[src/source/icache_pkg.sv]
package icache_pkg;

  //////////////////////////////////////////////////
  // cache geometry
  //////////////////////////////////////////////////

  localparam int addr_width = 32;
  localparam int line_width = 64;
  localparam int offset_bits = 3;

  // width of a line-aligned address with the byte offset removed
  localparam int line_addr_width = addr_width - offset_bits;

  //////////////////////////////////////////////////
  // miss queue slot
  //////////////////////////////////////////////////

  // checked means the cache was already searched for this line
  typedef struct packed {
    logic [line_addr_width-1:0] line_addr;
    logic                       valid;
    logic                       checked;
    logic                       issued;
  } queue_entry_t;

endpackage

[src/source/icache_if.sv]
`timescale 1ns/1ps

// combinational lookup with the result in the same cycle
interface lookup_if #(
  parameter int NUM_SETS = 8
);
  localparam int index_bits = $clog2(NUM_SETS);
  localparam int tag_bits = icache_pkg::line_addr_width - index_bits;

  logic                              en;
  logic [index_bits-1:0]             index;
  logic [tag_bits-1:0]               tag;
  logic                              hit;
  logic [icache_pkg::line_width-1:0] data;

  modport requester(output en, index, tag, input hit, data);
  modport cache(input en, index, tag, output hit, data);
endinterface

// one-cycle fill strobe from the tracker
interface fill_if #(
  parameter int NUM_SETS = 8
);
  localparam int index_bits = $clog2(NUM_SETS);
  localparam int tag_bits = icache_pkg::line_addr_width - index_bits;

  logic                                   en;
  logic [index_bits-1:0]                  index;
  logic [tag_bits-1:0]                    tag;
  logic [icache_pkg::line_width-1:0]      data;
  logic [icache_pkg::line_addr_width-1:0] line;

  modport tracker(output en, index, tag, data, line);
  modport cache(input en, index, tag, data);
  modport retire(input en, line);
endinterface

[src/source/cache_mem.sv]
`timescale 1ns/1ps

module cache_mem #(
  parameter int NUM_WAYS = 4,
  parameter int NUM_SETS = 8
) (
  input  logic    clock,
  input  logic    reset,
  lookup_if.cache lookup0,
  lookup_if.cache lookup1,
  fill_if.cache   fill
);
  localparam int index_bits = $clog2(NUM_SETS);
  localparam int tag_bits = icache_pkg::line_addr_width - index_bits;
  localparam int way_bits = $clog2(NUM_WAYS);

  logic [NUM_WAYS-1:0]               valid_q  [NUM_SETS];
  logic [way_bits-1:0]               victim_q [NUM_SETS];
  logic [tag_bits-1:0]               tag_q    [NUM_SETS][NUM_WAYS];
  logic [icache_pkg::line_width-1:0] data_q   [NUM_SETS][NUM_WAYS];

  logic [NUM_WAYS-1:0] match0;
  logic [NUM_WAYS-1:0] match1;
  logic [NUM_WAYS-1:0] match_fill;
  logic                fill_new;
  logic [way_bits-1:0] fill_way;

  function automatic logic [NUM_WAYS-1:0] match_ways(
    input logic [index_bits-1:0] index,
    input logic [tag_bits-1:0]   tag
  );
    logic [NUM_WAYS-1:0] ways;
    for (int w = 0; w < NUM_WAYS; w++) begin
      ways[w] = valid_q[index][w] && (tag_q[index][w] == tag);
    end
    return ways;
  endfunction

  function automatic logic [icache_pkg::line_width-1:0] select_line(
    input logic [index_bits-1:0] index,
    input logic [NUM_WAYS-1:0]   ways
  );
    logic [icache_pkg::line_width-1:0] line;
    line = '0;
    for (int w = 0; w < NUM_WAYS; w++) begin
      if (ways[w]) begin
        line = line | data_q[index][w];
      end
    end
    return line;
  endfunction

  //////////////////////////////////////////////////
  // lookup ports
  //////////////////////////////////////////////////

  always_comb begin
    match0 = lookup0.en ? match_ways(lookup0.index, lookup0.tag) : '0;
    match1 = lookup1.en ? match_ways(lookup1.index, lookup1.tag) : '0;
    lookup0.hit = |match0;
    lookup1.hit = |match1;
    lookup0.data = select_line(lookup0.index, match0);
    lookup1.data = select_line(lookup1.index, match1);
  end

  //////////////////////////////////////////////////
  // fill and round-robin victim
  //////////////////////////////////////////////////

  // a line already present is left alone
  always_comb begin
    match_fill = match_ways(fill.index, fill.tag);
    fill_new = fill.en && (match_fill == '0);
    fill_way = victim_q[fill.index];
  end

  always_ff @(posedge clock) begin
    if (reset) begin
      for (int s = 0; s < NUM_SETS; s++) begin
        valid_q[s] <= '0;
        victim_q[s] <= '0;
      end
    end else if (fill_new) begin
      valid_q[fill.index][fill_way] <= 1'b1;
      if (fill_way == way_bits'(NUM_WAYS - 1)) begin
        victim_q[fill.index] <= '0;
      end else begin
        victim_q[fill.index] <= fill_way + 1'b1;
      end
    end
  end

  always_ff @(posedge clock) begin
    if (fill_new) begin
      tag_q[fill.index][fill_way] <= fill.tag;
      data_q[fill.index][fill_way] <= fill.data;
    end
  end

  // duplicate fills must never create a second copy of a line
  one_way_hit0: assert property (@(posedge clock) disable iff (reset) $onehot0(match0));
  one_way_hit1: assert property (@(posedge clock) disable iff (reset) $onehot0(match1));

endmodule

[src/flat_wrapper.sv]
// flat-port wrapper written by rule: the top's interface ports become plain ports
module cache_mem_flat 
#(
  parameter int NUM_WAYS = 4,
  parameter int NUM_SETS = 8
)
  (clock, reset, lookup0_en, lookup0_index, lookup0_tag, lookup0_hit, lookup0_data, lookup1_en, lookup1_index, lookup1_tag, lookup1_hit, lookup1_data, fill_en, fill_index, fill_tag, fill_data);
  lookup_if #(.NUM_SETS(NUM_SETS)) lookup0_i ();
  lookup_if #(.NUM_SETS(NUM_SETS)) lookup1_i ();
  fill_if #(.NUM_SETS(NUM_SETS)) fill_i ();
  input  logic clock;
  input  logic reset;
  input wire logic [$bits(lookup0_i.en)-1:0] lookup0_en;
  input wire logic [$bits(lookup0_i.index)-1:0] lookup0_index;
  input wire logic [$bits(lookup0_i.tag)-1:0] lookup0_tag;
  output wire logic [$bits(lookup0_i.hit)-1:0] lookup0_hit;
  output wire logic [$bits(lookup0_i.data)-1:0] lookup0_data;
  input wire logic [$bits(lookup1_i.en)-1:0] lookup1_en;
  input wire logic [$bits(lookup1_i.index)-1:0] lookup1_index;
  input wire logic [$bits(lookup1_i.tag)-1:0] lookup1_tag;
  output wire logic [$bits(lookup1_i.hit)-1:0] lookup1_hit;
  output wire logic [$bits(lookup1_i.data)-1:0] lookup1_data;
  input wire logic [$bits(fill_i.en)-1:0] fill_en;
  input wire logic [$bits(fill_i.index)-1:0] fill_index;
  input wire logic [$bits(fill_i.tag)-1:0] fill_tag;
  input wire logic [$bits(fill_i.data)-1:0] fill_data;
  assign lookup0_i.en = lookup0_en;
  assign lookup0_i.index = lookup0_index;
  assign lookup0_i.tag = lookup0_tag;
  assign lookup0_hit = lookup0_i.hit;
  assign lookup0_data = lookup0_i.data;
  assign lookup1_i.en = lookup1_en;
  assign lookup1_i.index = lookup1_index;
  assign lookup1_i.tag = lookup1_tag;
  assign lookup1_hit = lookup1_i.hit;
  assign lookup1_data = lookup1_i.data;
  assign fill_i.en = fill_en;
  assign fill_i.index = fill_index;
  assign fill_i.tag = fill_tag;
  assign fill_i.data = fill_data;
  cache_mem #(.NUM_WAYS(NUM_WAYS), .NUM_SETS(NUM_SETS)) u_core (.clock(clock), .reset(reset), .lookup0(lookup0_i), .lookup1(lookup1_i), .fill(fill_i));
endmodule
[config.mk]
export PLATFORM = sky130hd
export DESIGN_NAME = cache_mem_flat
export DESIGN_NICKNAME = d
export VERILOG_FILES = /design/src/source/icache_pkg.sv /design/src/source/icache_if.sv /design/src/source/cache_mem.sv /design/src/flat_wrapper.sv
export SDC_FILE = /design/constraint.sdc
export NUM_CORES = 2
export LEC_CHECK = 0
export BUFFER_PORTS_ARGS = -buffer_cell sky130_fd_sc_hd__buf_2
export CAP_MARGIN = 10
export CORE_MARGIN = 4
export CORE_UTILIZATION = 55
export CTS_CLUSTER_DIAMETER = 40
export DETAILED_ROUTE_END_ITERATION = 16
export HOLD_SLACK_MARGIN = 0.05
export PLACE_DENSITY_LB_ADDON = 0.08
export SLEW_MARGIN = 20
export SYNTH_ARGS = -nofsm -noshare
export SYNTH_HDL_FRONTEND = slang
export SYNTH_SLANG_ARGS = --single-unit
[constraint.sdc]
create_clock -name clock -period 25 [get_ports clock]
set_input_delay 2.5 -clock clock [delete_from_list [all_inputs] [get_ports clock]]
set_output_delay 2.5 -clock clock [all_outputs]
set_load 0.02 [all_outputs]
==> results by group <==
Timing
  • Final worst-path cycle share: 50.12%
  • Worst slew pin tran: 1317 ps
  • Setup violations, final: 0
  • RSZ-0062 raised after global routing: no
  • Max frequency: 0.07981 GHz
  • Period minus WS final: 12530 ps
  • Hold Vio Cnt, Final: 0
  • Setup total negative slack: 0 ps
  • Slew HR: 11.59%
  • Max-slew violations: 0
  • Setup Skew: 73.58 ps

Worst setup path
  • WP data required: 22500 ps
  • Crit Path Category: input port to output port
  • Crit path capture: lookup0_data[9]
  • FF-to-FF setup slack: 18420 ps
  • CP endpoint kind: output port
  • FF-to-FF path depth: 13
  • Crit path DAT: 10030 ps
  • Max Fanout on Critical Path: 76
  • Worst setup SP type: input port
  • R2r endpoint: u_core.data_q[6][224]
  • RR Startpoint: u_core.tag_q[3][1]
  • Crit path launch: lookup0_index[0]

Logic synthesis
  • Register bit total from synthesis: 2928
  • Post-synth top cells: edfxtp_1, mux4_2, mux2i_1
  • Xor/xnor cell area share of the yosys netlist: 1.911%
  • Ranking of synthesized cells by area: edfxtp_1, mux4_2, mux2i_1
  • Post-synthesis sequential area ratio: 61.26%
  • Multiplexer area fraction after synthesis: 31.50%
  • Share of the synthesized area in the top cell type: 60.81%
  • Largest family of logic cells by synthesized area: multiplexers
  • Number of flops mapped to enable cells by yosys: 2896
  • Post-synthesis adder-cell area fraction: 0.03500%
  • Top FF cell, synth: edfxtp_1
  • Gate Count Post-Synth: 7012
  • Synth Area in Simple Gates: 1.038%
  • Synth cell types: 52
  • Syn nets: 7172
  • Compound-cell area share of the yosys netlist: 2.538%
  • Top-count cell post-synth: edfxtp_1
  • Syn. warnings: 0
  • Syn Area/Cell: 20.39 um2
  • FFs w/ async S/R, synth: 0%
  • Synth area leader: edfxtp_1
  • Mapped Area: 143000 um2

Global routing
  • First-pass GRT wire length: 652.3 mm
  • Pin count of the biggest net entering global routing: 160
  • GRT overflow: 0
  • GRT Util Overall: 34.43%
  • Vias in the first global route: 84124
  • Initial antenna violation count: 54

Detailed routing
  • Vias per cell: 7.505
  • DRT iter0 DRCs: 12760
  • Drt first pass iters: 9
  • Remaining antenna violation count: 0
  • WL/cell: 41.80 um
  • Drc violations: 0
  • Vias: 83902
  • Routed WL: 467.3 mm

CTS
  • Clock root cell: clkbuf_16
  • Hold_buf cts: 0
  • Clock-pin slew on the worst setup and hold paths: 50 ps
  • CTS Buf Count: 439
  • CTS tree: yes
  • Clock Tree Buf Depth: 4
  • Clk_lat worst skew: 980 ps
  • Post-CTS setup buffers: 0
  • PostCTS Resize Cnt: 0
  • Clock Sink Count: 2928
  • # H-tree levels: 5

Layout
  • Share of layout cells above drive strength 1: 38.09%
  • Final Util: 63.51%
  • Fin nets: 7537
  • Synthesis-to-finish area growth: 14.52%
  • Layout fillers: 17514

Die
  • Core area: 257900 um2
  • Die ar.: 268200 um2
  • Core Rows: 186
  • Die width: 517.9 um
  • Initial core utilization: 55.46%
  • Die span in y: 517.9 um
  • I/O Pins: 286

Power
  • P_leak: 53.85 nW
  • Pwr/cell area: 77.92 nW/um2
  • Max VDD drop: 0.06271 mV

Placed design
  • Final GP Congestion: 0.9993
  • Port buffer count: 285
  • DP HPWL: 261.7 mm

Run status
  • Outcome: completed

Job
  • Max_cap viols: 0

Hold path
  • Worst hold path class: flip-flop to flip-flop
-- per-layer routing --
layer  up-vias  share of wire [%]  global-route usage (%)
met4        16                5.0                   14.73
met2      6079                 46                   51.78
met5         -              0.025                       0
met3      1180                 12                   9.727
li1      31837                  -                       -
met1     44790                 37                   47.80
-- worst max-delay path, cell delays in order --
cell and delay (ps):
buf_12 450, buf_4 730, buf_4 830, buf_4 670, buf_4 740, mux4_2 590, mux2i_1 200, xnor2_1 110
nor4_1 630, nand3_1 200, or4_4 860, buf_4 510, o221ai_1 580, buf_2 270
-- cells by family (layout without fill, tap and decap cells) --
family | count (synthesis) | in the layout
AO/OA/AOI/OAI | 425 | 425
XOR/XNOR | 312 | 312
adder cells (fa/ha/maj) | 4 | 4
buffers and inverters | 580 | 1333
flip-flops | 2928 | 2928
multiplexers | 2483 | 2483
other | 0 | 31
AND/OR/NAND/NOR | 280 | 280
-- cell type report --
cell class / count / area [um2] / area share [%]
diodes: 31 / 77.57 / 0.04737
clock buffers: 471 / 11210 / 6.846
repair buffers: 498 / 3442 / 2.102
clock inverters: 358 / 4015 / 2.452
well taps: 3384 / 4234 / 2.585
flip-flops and latches: 2928 / 87600 / 53.49
inverters: 6 / 26.28 / 0.01604
multi-input cells: 3504 / 53160 / 32.46
-- sequential cells by signal, indices dropped and copies added (netlist names) --
| register | cells |
|---|---|
| u_core.valid_q | 32 |
| u_core.data_q | 2048 |
| u_core.tag_q | 832 |
| u_core.victim_q | 16 |
-- metrics by stage --
| stage | instances | instance area (um2) | worst slack, ps | hold slack (ps) | total power, W |
|---|---|---|---|---|---|
| 2_1_floorplan | 7012 | 143000 | 12830 | 448.0 | 0.006182 |
| 3_3_place_gp | 10318 | 148400 | 12430 | 471.9 | 0.006552 |
| 3_5_place_dp | 10318 | 148400 | 12450 | 486.9 | 0.006559 |
| 4_1_cts | 11147 | 163600 | 12430 | 494.9 | 0.01280 |
| 5_1_grt | 11162 | 163700 | 12050 | 531.2 | 0.01310 |
| 6_report | 11180 | 163800 | 12470 | 499.0 | 0.01276 |
-- worst min-delay path by stage --
stage / slack, ps / depth (start not counted) / to / startpoint
after floorplan: 450 / 2 / u_core.valid_q[6][3] / u_core.valid_q[6][3]
after global placement: 470 / 2 / u_core.valid_q[3][3] / u_core.valid_q[3][3]
after detailed placement: 490 / 2 / u_core.valid_q[4][3] / u_core.valid_q[4][3]
after CTS: 490 / 2 / u_core.valid_q[4][3] / u_core.valid_q[4][3]
after global routing: 530 / 2 / u_core.valid_q[2][3] / u_core.valid_q[2][3]
final: 500 / 2 / u_core.valid_q[7][3] / u_core.valid_q[7][3]
-- layout by cell type (no fill, tap or decap), drive strengths merged, types with 8 or more instances in the layout --
cell type and instances:
nand4 43, a22o 10, diode 31, or4 10, inv 80, nand2 85, a221o 13, xnor2 162
mux2 52, clkbuf 472, o41ai 33, clkinv 168, nor3 39, mux4 1609, clkinvlp 62, buf 497
mux2i 822, o221ai 131, nor4 53, a22oi 24, o21ai 13, nand3 22, o22a 129, xor2 150
a221oi 40, dfxtp 32, bufinv 54, edfxtp 2896, o31ai 8
-- power by group --
part,switching (W),leakage (nW),internal (W)
clock network,0.00242,7.27,0.00386
registers,0.0000209,26.4,0.00545
logic,0.000617,20.2,0.000390
(Power assumes the default switching activity.)
