File: config.mk
export PLATFORM = sky130hd
export DESIGN_NAME = fill_tracker_flat
export DESIGN_NICKNAME = d
export VERILOG_FILES = /design/src/source/icache_pkg.sv /design/src/source/mem_bus_pkg.sv /design/src/source/icache_if.sv /design/src/source/fill_tracker.sv /design/src/flat_wrapper.sv
export SDC_FILE = /design/constraint.sdc
export NUM_CORES = 1
export LEC_CHECK = 0
export BUFFER_PORTS_ARGS = -buffer_cell sky130_fd_sc_hd__buf_2
export CORE_MARGIN = 4
export CORE_UTILIZATION = 45
export CTS_CLUSTER_DIAMETER = 60
export CTS_CLUSTER_SIZE = 10
export DETAILED_ROUTE_END_ITERATION = 16
export GPL_TIMING_DRIVEN = 0
export PLACE_DENSITY_LB_ADDON = 0.05
export SYNTH_ARGS = -nofsm -noshare
export SYNTH_HDL_FRONTEND = slang
export SYNTH_SLANG_ARGS = --single-unit
File: constraint.sdc
create_clock -name clock -period 3.7 [get_ports clock]
set_input_delay 0.185 -clock clock [delete_from_list [all_inputs] [get_ports clock]]
set_output_delay 0.185 -clock clock [all_outputs]
set_load 0.02 [all_outputs]
File: src/source/icache_pkg.sv
package icache_pkg;

  //////////////////////////////////////////////////
  // cache geometry
  //////////////////////////////////////////////////

  localparam int addr_width = 32;
  localparam int line_width = 64;
  localparam int offset_bits = 3;

  // width of a line-aligned address with the byte offset removed
  localparam int line_addr_width = addr_width - offset_bits;

  //////////////////////////////////////////////////
  // miss queue slot
  //////////////////////////////////////////////////

  // checked means the cache was already searched for this line
  typedef struct packed {
    logic [line_addr_width-1:0] line_addr;
    logic                       valid;
    logic                       checked;
    logic                       issued;
  } queue_entry_t;

endpackage

File: src/source/mem_bus_pkg.sv
package mem_bus_pkg;

  // memory command held for as long as a request waits
  typedef enum logic [1:0] {
    bus_none = 2'd0,
    bus_load = 2'd1
  } bus_command_t;

  // transaction tag where zero is reserved
  typedef logic [3:0] mem_tag_t;

  localparam mem_tag_t no_tag = 4'd0;

  // usable tags are one less than the tag space
  localparam int num_tags = (1 << $bits(mem_tag_t)) - 1;

endpackage

File: src/source/icache_if.sv


// one-cycle fill strobe from the tracker
interface fill_if #(
  parameter int NUM_SETS = 8
);
  localparam int index_bits = $clog2(NUM_SETS);
  localparam int tag_bits = icache_pkg::line_addr_width - index_bits;

  logic                                   en;
  logic [index_bits-1:0]                  index;
  logic [tag_bits-1:0]                    tag;
  logic [icache_pkg::line_width-1:0]      data;
  logic [icache_pkg::line_addr_width-1:0] line;

  modport tracker(output en, index, tag, data, line);
  modport cache(input en, index, tag, data);
  modport retire(input en, line);
endinterface

File: src/source/fill_tracker.sv
`timescale 1ns/1ps

module fill_tracker #(
  parameter int NUM_SETS = 8
) (
  input  logic                                   clock,
  input  logic                                   reset,
  input  logic                                   issue,
  input  mem_bus_pkg::mem_tag_t                  issued_tag,
  input  logic [icache_pkg::line_addr_width-1:0] issued_line,
  input  logic [icache_pkg::line_width-1:0]      mem_data,
  input  mem_bus_pkg::mem_tag_t                  mem_data_tag,
  fill_if.tracker                                fill
);
  localparam int line_bits = icache_pkg::line_addr_width;
  localparam int index_bits = $clog2(NUM_SETS);
  localparam int num_tags = mem_bus_pkg::num_tags;

  // one slot per nonzero tag
  logic [num_tags:1]    busy_q;
  logic [line_bits-1:0] line_q [1:num_tags];

  logic                              fill_en_q;
  logic [line_bits-1:0]              fill_line_q;
  logic [icache_pkg::line_width-1:0] fill_data_q;
  logic                              returned;

  assign returned = (mem_data_tag != mem_bus_pkg::no_tag);

  always_ff @(posedge clock) begin
    if (reset) begin
      busy_q <= '0;
      fill_en_q <= 1'b0;
    end else begin
      fill_en_q <= returned;
      if (returned) begin
        busy_q[mem_data_tag] <= 1'b0;
      end
      if (issue) begin
        busy_q[issued_tag] <= 1'b1;
      end
    end
  end

  always_ff @(posedge clock) begin
    if (issue) begin
      line_q[issued_tag] <= issued_line;
    end
    if (returned) begin
      fill_line_q <= line_q[mem_data_tag];
      fill_data_q <= mem_data;
    end
  end

  assign fill.en = fill_en_q;
  assign fill.line = fill_line_q;
  assign fill.index = fill_line_q[index_bits-1:0];
  assign fill.tag = fill_line_q[line_bits-1:index_bits];
  assign fill.data = fill_data_q;

  tag_free_on_issue: assert property (@(posedge clock) disable iff (reset)
    issue |-> !busy_q[issued_tag]);

  // memory answers only for tags it was given
  tag_known_on_return: assert property (@(posedge clock) disable iff (reset)
    returned |-> busy_q[mem_data_tag]);

endmodule

File: src/flat_wrapper.sv
// flat-port wrapper written by rule: the top's interface ports become plain ports
module fill_tracker_flat 
#(
  parameter int NUM_SETS = 8
)
  (clock, reset, issue, issued_tag, issued_line, mem_data, mem_data_tag, fill_en, fill_index, fill_tag, fill_data, fill_line);
  fill_if #(.NUM_SETS(NUM_SETS)) fill_i ();
  input  logic clock;
  input  logic reset;
  input  logic issue;
  input  mem_bus_pkg::mem_tag_t issued_tag;
  input  logic [icache_pkg::line_addr_width-1:0] issued_line;
  input  logic [icache_pkg::line_width-1:0] mem_data;
  input  mem_bus_pkg::mem_tag_t mem_data_tag;
  output wire logic [$bits(fill_i.en)-1:0] fill_en;
  output wire logic [$bits(fill_i.index)-1:0] fill_index;
  output wire logic [$bits(fill_i.tag)-1:0] fill_tag;
  output wire logic [$bits(fill_i.data)-1:0] fill_data;
  output wire logic [$bits(fill_i.line)-1:0] fill_line;
  assign fill_en = fill_i.en;
  assign fill_index = fill_i.index;
  assign fill_tag = fill_i.tag;
  assign fill_data = fill_i.data;
  assign fill_line = fill_i.line;
  fill_tracker #(.NUM_SETS(NUM_SETS)) u_core (.clock(clock), .reset(reset), .issue(issue), .issued_tag(issued_tag), .issued_line(issued_line), .mem_data(mem_data), .mem_data_tag(mem_data_tag), .fill(fill_i));
endmodule
==> summary.md, run 1 <==
| Metric | Value |
|---|---|
| Worst setup EP type | `flop` |
| Clock buffers created by TritonCTS | `58` |
| Commonest non-fill, non-tap cells in the layout | `edfxtp_1, buf_2, dlygate4sd3_1` |
| Overall Power | `12.87 mW` |
| Distinct cells, synth | `22` |
| Die width | `approximately 220 um` |
| # IOs | `between 200 and 250` |
| Crit Path Category | `input pin to flop` |
| Syn Inst Count | `between 800 and 900` |
| Worst min path class | `input pin to flop` |
| WL final | `45650 um` |
| Initial core utilization | `45.43%` |
| Setup violators final | `0` |
| IO Port Bufs | `around 220` |
| CTS clk-pin slew, worst paths | `60 ps` |
| Total track usage | `roughly a fifth` |
| Post-DRT Antenna Nets | `0` |
| Worst skew pair latency | `slightly below 600 ps` |
| Worst slew margin | `29.59%` |
| Final HPWL DP | `28720 um` |
| Drt pass-1 iters | `6` |
| CTS H-tree lvls | `2` |
| Peak VDD IR | `between 300 and 400 uV` |
| Number of global-route vias before repair | `around 10000` |
| Ratio of cells with drive above 1 in the final layout | `between 30% and 40%` |
| Starting DRC count in detailed routing | `around 750` |
| Avg WL per Cell | `between 20 and 25 um` |
| CTS max path bufs | `3` |
| CTS Sinks | `~530` |
| Status | `finished clean` |
| Req. time, crit path | `3980 ps` |
| Crit-path max FO | `18` |
| DIE AREA | `around 47000 um2` |
| Sequential area share after synthesis | `81.13%` |
| Via count | `between 10000 and 15000` |
| Pwr dens | `524.9 nW/um2` |
| YS warnings | `0` |
| Min Tclk post-route | `about 2000 ps` |
| Max Freq | `between 500 and 600 MHz` |
| Fin. Hold Viols | `0` |
| Most common cell after layout, fill and taps aside | `edfxtp_1` |
| Area of the mapped netlist | `~20000 um2` |
| Total core area | `approximately 43000 um2` |
| Max Cap Violations | `0` |
| CTS tree | `yes` |
| Largest net degree at the start of global routing | `slightly below 50` |
| Root Driver | `clkbuf_16` |
| Actual transition at the worst max-transition pin | `1056 ps` |
| Final Skew | `14.62 ps` |
| Top Layer Used | `met4` |
| Antenna violations before repair | `2` |
| Largest area contributor in the synthesized netlist | `edfxtp_1` |
| Final count of pins violating max slew | `0` |
| Layout Nets | `approximately 1400` |
| Finished Core Util | `between 50% and 60%` |
| Synth area leaders | `edfxtp_1, mux4_2, mux2i_1, a211o_1, buf_4` |
| WHS | `between 100 and 150 ps` |
| Synthesis-stage register bit count | `529` |
| Metal2 WL | `~22000 um` |
| Fin cells | `1893` |
| CP arrival | `2270 ps` |
| Synth top area share | `approximately four fifths` |
| DR vias/cell | `about 5.3` |
| LEAKAGE | `about 8.6 nW` |
| Num rows | `76` |
| Area grow syn2layout | `25.33%` |
| Mean Syn Cell Area | `roughly 22 um2` |
| Chip height | `216.5 um` |
| Fin crit share | `between 50% and 60%` |
| Placed insts | `~1700` |
| Metal3 WL | `around 2800 um` |
| GPL Wtd Cong | `between 0.7 and 0.8` |
| First-pass GRT wire length | `a little under 70000 um` |
| Grt total ovfl | `0` |
| RSZ-0062 raised after global routing | `no` |
| Worst setup SP type | `input pin` |
| DRT met1 WL | `~20000 um` |
| Syn_nets | `992` |
| DRC | `0` |
## registers in the layout, indices dropped and copies added, names as in the netlist
register          count
u_core.fill.en        1
u_core.fill.line     29
u_core.fill.data     64
u_core.line_q       435
## logic make-up after synthesis
group / count (synthesis) / synth area share [%]
and+or+nand+nor: 115 / 2.583
DFF: 529 / 81.13
buffers and inverters: 70 / 2.379
AOI/OAI and AO/OA: 58 / 2.411
muxes: 116 / 11.50
## final timing paths
kind / depth (start not counted) / from / slack [ps] / endpoint
worst max-delay path: 5 / issued_tag[1] / 1710 / u_core.line_q[5][17]$_DFFE_PP_
worst min-delay path: 2 / issued_tag[0] / 120 / u_core.line_q[4][6]$_DFFE_PP_
worst max register to register: 3 / u_core.line_q[11][7]$_DFFE_PP_ / 2180 / u_core.fill.line[7]$_DFFE_PP_
worst min register to register: 3 / u_core.line_q[6][20]$_DFFE_PP_ / 750 / u_core.fill.line[20]$_DFFE_PP_
## cell usage after synthesis, drive strengths merged
cell type	instances
dfxtp	1
nor2	41
nor3	3
nor2b	3
clkbuf	18
or2	1
nand2	30
or3	1
and2	1
a211o	29
mux2i	29
or3b	1
nand2b	2
a22oi	29
mux4	87
edfxtp	528
nand3	30
buf	52
nand3b	2
## layer usage
layer / up-vias / track usage [%]
li1: 4427 / -
met1: 5193 / 26.79
met2: 341 / 31.94
met3: 60 / 3.463
met4: 0 / 5.910
met5: - / 0
## final cells by class
cell class                 count  area (um2)
buffer                        70       465.4
clock buffer                  74        1575
fill                        3210       18550
antenna                        2       5.005
sequential                   529       15880
multi-input combinational    289        3337
tap                          585       732.0
timing repair buffer         344        2534
## power by group
part / total [mW] / switching [mW] / leakage [nW] / internal (mW)
sequential: 6.87 / 0.0566 / 4.92 / 6.81
clock: 4.99 / 2.07 / 0.767 / 2.91
combinational: 1.02 / 0.592 / 2.90 / 0.430
total: 12.9 / 2.72 / 8.59 / 10.1
## critical path, stage by stage
cell           delay, ps
dlygate4sd3_1        550
buf_2                180
nand2b_1             350
nor2_4               740
buf_16               240
## per-stage QoR
stage,instance area [um2],TNS (ps),setup slack [ps]
floorplan,19570,0,544.5
global placement,21420,-297930,-2301
detailed placement,21980,0,1412
CTS,24520,0,1707
global route,24520,0,1643
finish,24520,0,1712
## timing repair
| action | in CTS | in global routing |
|---|---|---|
| hold buffers | 96 | 0 |
| gates resized for setup | 0 | 0 |
| buffers inserted | 0 | 0 |
| endpoints found under the hold margin | 501 | 0 |
Note: power is estimated with default switching activity, not from simulation.
==> run 2: changes to the inputs <==
--- a/config.mk
+++ b/config.mk
@@ -5,6 +5,7 @@
 export SDC_FILE = /design/constraint.sdc
 export NUM_CORES = 1
 export LEC_CHECK = 0
+export ABC_AREA = 1
 export BUFFER_PORTS_ARGS = -buffer_cell sky130_fd_sc_hd__buf_2
 export CORE_MARGIN = 4
 export CORE_UTILIZATION = 45
==> constraint.sdc (replaced) <==
create_clock -name clock -period 1.67 [get_ports clock]
set_input_delay 0.0835 -clock clock [delete_from_list [all_inputs] [get_ports clock]]
set_output_delay 0.0835 -clock clock [all_outputs]
set_load 0.02 [all_outputs]
==> summary.md, run 2 <==
| Metric | Value |
|---|---|
| Root Driver | `clkbuf_16` |
| Synth top area share | `between 70% and 80%` |
| Crit-path max FO | `10` |
| Layout fillers | `4015` |
| Top-count cell post-synth | `nand2_1` |
| Clock buffers created by TritonCTS | `60` |
| Max Cap Violations | `0` |
| Slowest CP cell | `buf_1` |
| Commonest non-fill, non-tap cells in the layout | `nand2_1, edfxtp_1, inv_1` |
| Min Tclk post-route | `1487 ps` |
| Internal Power | `around 23 mW` |
| Sequential area share after synthesis | `roughly 72%` |
| Worst skew pair latency | `around 600 ps` |
| Fin cells | `between 3000 and 4000` |
| CP cell instances | `buf_2 > inv_1 > buf_2 > buf_1 > nand3_1 > nand3_1 > nand2_1` |
| CTS tree | `yes` |
| Mean Syn Cell Area | `about 11 um2` |
| Num rows | `80` |
| Area of the mapped netlist | `approximately 22000 um2` |
| DR vias/cell | `between 4 and 5` |
| Psw | `between 6 and 7 mW` |
| Largest net degree at the start of global routing | `around 50` |
| Distinct cells, synth | `16` |
| Global-route track usage on met1 | `between 30 and 40%` |
| Part of the power in the clock network | `39.0%` |
| Total track usage | `between 20 and 25%` |
| Worst slew margin | `between 20% and 30%` |
| Layout Nets | `around 2500` |
| DRC | `0` |
| Crit Path Category | `input pin to flop` |
| Status | `finished clean` |
| Crit path largest cell delay | `740 ps` |
| IO Port Bufs | `~220` |
| Die width | `228.9 um` |
| Setup violators final | `0` |
| Most common cell after layout, fill and taps aside | `nand2_1` |
| Antenna violations before repair | `0` |
| # diodes | `0` |
| RSZ-0062 raised after global routing | `no` |
| Actual transition at the worst max-transition pin | `between 1000 and 1500 ps` |
| CTS Sinks | `between 500 and 600` |
| Grt peak-use layer | `met2` |
| Fin. Hold Viols | `0` |
| Combinational power share | `just over 9%` |
| Worst setup SP type | `input pin` |
| Req. time, crit path | `~2000 ps` |
| Initial core utilization | `45.80%` |
| Pwr dens | `around 1100 nW/um2` |
| LEAKAGE | `11.91 nW` |
| Largest area contributor in the synthesized netlist | `edfxtp_1` |
| Post-DRT Antenna Nets | `0` |
| Max Freq | `slightly below 700 MHz` |
| Register Area | `around 16000 um2` |
| Final count of pins violating max slew | `0` |
| Final Skew | `~15 ps` |
| Total core area | `between 40000 and 50000 um2` |
| Net Sw Frac | `between 20% and 30%` |
| Area of the multi-input gates | `just over 4000 um2` |
| DIE AREA | `approximately 52000 um2` |
| Post-CTS setup buffers | `0` |
| Worst min path class | `input pin to flop` |
| Reg with most FFs | `u_core.line_q` |
| # IOs | `~230` |
| Syn_nets | `approximately 2100` |
| Final HPWL DP | `about 38000 um` |
| Grt total ovfl | `0` |
| Number of global-route vias before repair | `~14000` |
| Number of flip-flops in the largest register | `about 440` |
| Via count | `14450` |
| Grt met3 use | `4.187%` |
| First-pass GRT wire length | `just under 90000 um` |
| WL final | `59240 um` |
| CTS clk-pin slew, worst paths | `about 50 ps` |
| CTS H-tree lvls | `2` |
| Area grow syn2layout | `22.71%` |
| YS warnings | `0` |
| Sequential Power Share | `between 50% and 60%` |
| Avg WL per Cell | `~20 um` |
| Drt pass-1 iters | `5` |
| Chip height | `around 230 um` |
| Peak VDD IR | `768.1 uV` |
| Synth area leaders | `edfxtp_1, nand2_1, inv_1, nand3_1, buf_4` |
| Starting DRC count in detailed routing | `~1100` |
| EDFF count, synth | `roughly 530` |
| Syn Inst Count | `a little under 2000` |
| Fin crit share | `about nine tenths` |
| Worst setup EP type | `flop` |
| Synthesis-stage register bit count | `~530` |
| CTS max path bufs | `3` |
| Met2 global-route usage | `roughly 38%` |
| CP arrival | `roughly 1800 ps` |
| GPL Wtd Cong | `0.7833` |
| Top cells by count, synth | `nand2_1, edfxtp_1, inv_1` |
| Design area | `about 27000 um2` |
| Placed instance area | `~24000 um2` |
| Ratio of cells with drive above 1 in the final layout | `between 10% and 20%` |
| Synth Flop Type | `edfxtp_1` |
| Async SR Flop Fraction | `0%` |
| Placed insts | `2836` |
[run 2: worst max-delay path, delay by kind of cell]
family	cells	cell delay, ps
and+or+nand+nor	3	420
buffers and inverters	4	1310
[run 2: power groups by stage]
stage	sequential, mW	clock [mW]	combinational [mW]
after global placement	15.5	0	2.45
after CTS	15.2	11.7	2.71
after global routing	15.2	12.3	2.93
after floorplan	15.7	0	1.14
final	15.2	11.4	2.69
after detailed placement	15.5	0	2.53
[run 2: through the flow]
stage	hold WS (ps)	setup WS (ps)	power, mW	setup TNS [ps]	util (%)
6_report	167.7	182.8	29.31	0	56.20
5_1_grt	163.9	116.6	30.42	0	56.20
4_1_cts	140.6	229.0	29.59	0	56.20
3_5_place_dp	245.3	-646.2	17.99	-73690	50.84
3_3_place_gp	242.9	-2178	17.91	-727090	49.84
2_1_floorplan	152.9	-276.2	16.88	-71000	-
[run 2: layout make-up]
| cell class | count | area share, % |
|---|---|---|
| Buffer | 114 | 2.721 |
| Clock buffer | 76 | 5.912 |
| Clock inverter | 5 | 0.09752 |
| Inverter | 382 | 5.350 |
| Multi-Input combinational cell | 957 | 15.08 |
| Sequential cell | 529 | 58.92 |
| Tap cell | 615 | 2.856 |
| Timing Repair Buffer | 334 | 9.065 |
[run 2: routing by layer]
layer | up-vias | wire length [um]
met1 | 6775 | 25550
met4 | 0 | 1231
li1 | 7097 | -
met3 | 89 | 4006
met5 | - | 0
met2 | 489 | 28450
[run 2: repair_timing]
action / CTS / global route
endpoints found under the setup margin: 1 / 0
hold buffers: 94 / 0
resized for setup: 0 / 0
endpoints found under the hold margin: 500 / 0
[run 2: cell families (layout without fill, tap and decap cells)]
group / after synthesis / after routing / synth area share [%]
and+or+nand+nor: 955 / 956 / 17.86
AOI/OAI and AO/OA: 1 / 1 / 0.02851
buffers and inverters: 496 / 911 / 9.812
DFF: 529 / 529 / 72.30
[run 2: final timing paths]
check / from / to / slack, ps / cells after the start
worst max-delay path: mem_data_tag[2] / u_core.fill.line[9]$_DFFE_PP_ / 180 / 7
worst min-delay path: mem_data_tag[0] / u_core.fill.en$_SDFF_PP0_ / 170 / 5
worst max register to register: u_core.line_q[13][9]$_DFFE_PP_ / u_core.fill.line[9]$_DFFE_PP_ / 480 / 6
worst min register to register: u_core.line_q[1][19]$_DFFE_PP_ / u_core.fill.line[19]$_DFFE_PP_ / 700 / 6
==> run 3: changes to the inputs <==
--- a/config.mk
+++ b/config.mk
@@ -6,12 +6,12 @@
 export NUM_CORES = 1
 export LEC_CHECK = 0
 export ABC_AREA = 1
-export BUFFER_PORTS_ARGS = -buffer_cell sky130_fd_sc_hd__buf_2
 export CORE_MARGIN = 4
 export CORE_UTILIZATION = 45
 export CTS_CLUSTER_DIAMETER = 60
 export CTS_CLUSTER_SIZE = 10
 export DETAILED_ROUTE_END_ITERATION = 16
+export DONT_BUFFER_PORTS = 1
 export GPL_TIMING_DRIVEN = 0
 export PLACE_DENSITY_LB_ADDON = 0.05
 export SYNTH_ARGS = -nofsm -noshare
==> summary.md, run 3 (same netlist as run 2, synthesis figures left out) <==
| Metric | Value |
|---|---|
| Ratio of cells with drive above 1 in the final layout | `a little under a tenth` |
| Hold EP | `u_core.line_q[1][4]$_DFFE_PP_` |
| DIE AREA | `between 50000 and 60000 um2` |
| Layout Nets | `2260` |
| Fin cells | `approximately 2800` |
| Peak VDD IR | `770.8 uV` |
| R2R depth | `6` |
| CTS Sinks | `529` |
| CTS clk-pin slew, worst paths | `about 60 ps` |
| Final Skew | `between 15 and 20 ps` |
| Chip height | `228.9 um` |
| GPL Wtd Cong | `~0.80` |
| Number of global-route vias before repair | `around 13000` |
| Reg2Reg Setup Slack | `just under 500 ps` |
| Final HPWL DP | `roughly 37000 um` |
| # IOs | `between 200 and 250` |
| RSZ-0062 raised after global routing | `no` |
| Worst setup SP type | `input pin` |
| CTS H-tree lvls | `2` |
| Root Driver | `clkbuf_16` |
| Clock buffers created by TritonCTS | `59` |
| Terminus of the critical flop-to-flop path | `u_core.fill.line[9]$_DFFE_PP_` |
| Reg with most FFs | `u_core.line_q` |
| Final count of pins violating max slew | `0` |
| Post-CTS setup buffers | `0` |
| CP arrival | `about 2000 ps` |
| Max Freq | `a little under 700 MHz` |
| Starting DRC count in detailed routing | `1241` |
| Grt total ovfl | `0` |
| Worst min path class | `input pin to flop` |
| Status | `finished clean` |
| Min Tclk post-route | `between 1000 and 1500 ps` |
| Actual transition at the worst max-transition pin | `1107 ps` |
| Pwr dens | `roughly 1100 nW/um2` |
| DRC | `0` |
| Req. time, crit path | `roughly 2100 ps` |
| Area grow syn2layout | `17.56%` |
| Setup violators final | `0` |
| Total core area | `roughly 48000 um2` |
| Fin crit share | `88.88%` |
| Initial core utilization | `approximately 46%` |
| Largest net degree at the start of global routing | `approximately 50` |
| First-pass GRT wire length | `between 80000 and 90000 um` |
| Hold Path Depth | `2` |
| Via count | `around 14000` |
| Area of the multi-input gates | `about 4000 um2` |
| Die width | `approximately 230 um` |
| DR vias/cell | `slightly below 5` |
| Worst skew pair latency | `620 ps` |
| Total track usage | `~22%` |
| Design area | `approximately 26000 um2` |
| Fin. Hold Viols | `0` |
| LEAKAGE | `around 11 nW` |
| Worst slew margin | `26.21%` |
| Layout fillers | `a little over 4000` |
| Number of flip-flops in the largest register | `approximately 440` |
| CTS tree | `yes` |
| # diodes | `0` |
| Avg WL per Cell | `approximately 21 um` |
| Post-DRT Antenna Nets | `0` |
| Crit-path max FO | `10` |
| Num rows | `80` |
| Placed insts | `2612` |
| Commonest non-fill, non-tap cells in the layout | `nand2_1, edfxtp_1, inv_1` |
| Drt pass-1 iters | `6` |
| Hold path start | `issue` |
| CTS max path bufs | `3` |
| IO Port Bufs | `0` |
| Max Cap Violations | `0` |
| Crit Path Category | `input pin to flop` |
| Antenna violations before repair | `1` |
| Register Area | `roughly 16000 um2` |
| Most common cell after layout, fill and taps aside | `nand2_1` |
| Worst r2r src | `u_core.line_q[14][9]$_DFFE_PP_` |
| Placed instance area | `23240 um2` |
| Worst setup EP type | `flop` |
| WL final | `slightly below 60000 um` |
## run 3: cell types whose count changed in the layout (fill, tap and decap cells not counted), sizes merged
cell	delta
clkbuf	-4
buf	-224
dlygate4sd3	+3
## run 3: power by group
group,switching (mW),internal (mW)
clock network,4.93,6.42
logic,1.37,0.670
registers,0.406,15.1
## run 3: worst max-delay path, cell delays in order
cell,delay (ps)
dlygate4sd3_1,560
buf_2,320
buf_1,630
nand3_1,250
nand2_1,110
## run 3: timing repair
item	4_1_cts	5_1_grt
endpoints found under the hold margin	503	0
resized for setup	0	0
setup endpoints to repair	0	4
hold buffers	97	0
## run 3: per-layer routing
layer / vias up / GRT usage [%] / wire [um]
met5: - / 0 / 13
met4: 2 / 5.439 / 1338
met3: 105 / 4.349 / 3989
met2: 505 / 37.24 / 28020
met1: 6482 / 29.79 / 25480
li1: 6664 / - / -
## run 3: area by class of cell
type | count | area share [%]
inverter | 382 | 5.584
multi-input combinational | 957 | 15.74
tap | 615 | 2.981
timing repair buffer | 113 | 5.177
sequential | 529 | 61.50
buffer | 114 | 2.840
clock inverter | 5 | 0.1503
clock buffer | 72 | 6.030
## run 3: how the worst max path moves through the flow
stage                               start                               to  depth (start not counted)
after floorplan             issued_tag[2]   u_core.line_q[10][0]$_DFFE_PP_                          2
after global placement      issued_tag[2]  u_core.line_q[10][22]$_DFFE_PP_                          2
after detailed placement  mem_data_tag[2]   u_core.fill.line[13]$_DFFE_PP_                          4
after CTS                 mem_data_tag[2]   u_core.fill.line[11]$_DFFE_PP_                          4
after global routing      mem_data_tag[3]   u_core.fill.line[18]$_DFFE_PP_                          5
final                     mem_data_tag[3]   u_core.fill.line[18]$_DFFE_PP_                          5
## run 3: through the flow
stage | worst slack (ps) | util [%] | total power, mW | hold slack [ps] | TNS, ps
finish | 185.7 | 53.84 | 28.90 | 87.89 | 0
global route | 168.7 | 53.84 | 29.91 | 74.40 | 0
CTS | 141.5 | 53.82 | 29.10 | 50.54 | 0
detailed placement | -567.0 | 48.47 | 17.51 | 156.2 | -43340
global placement | -2075 | 47.51 | 17.45 | 157.3 | -656270
floorplan | -276.2 | - | 16.88 | 152.9 | -71000
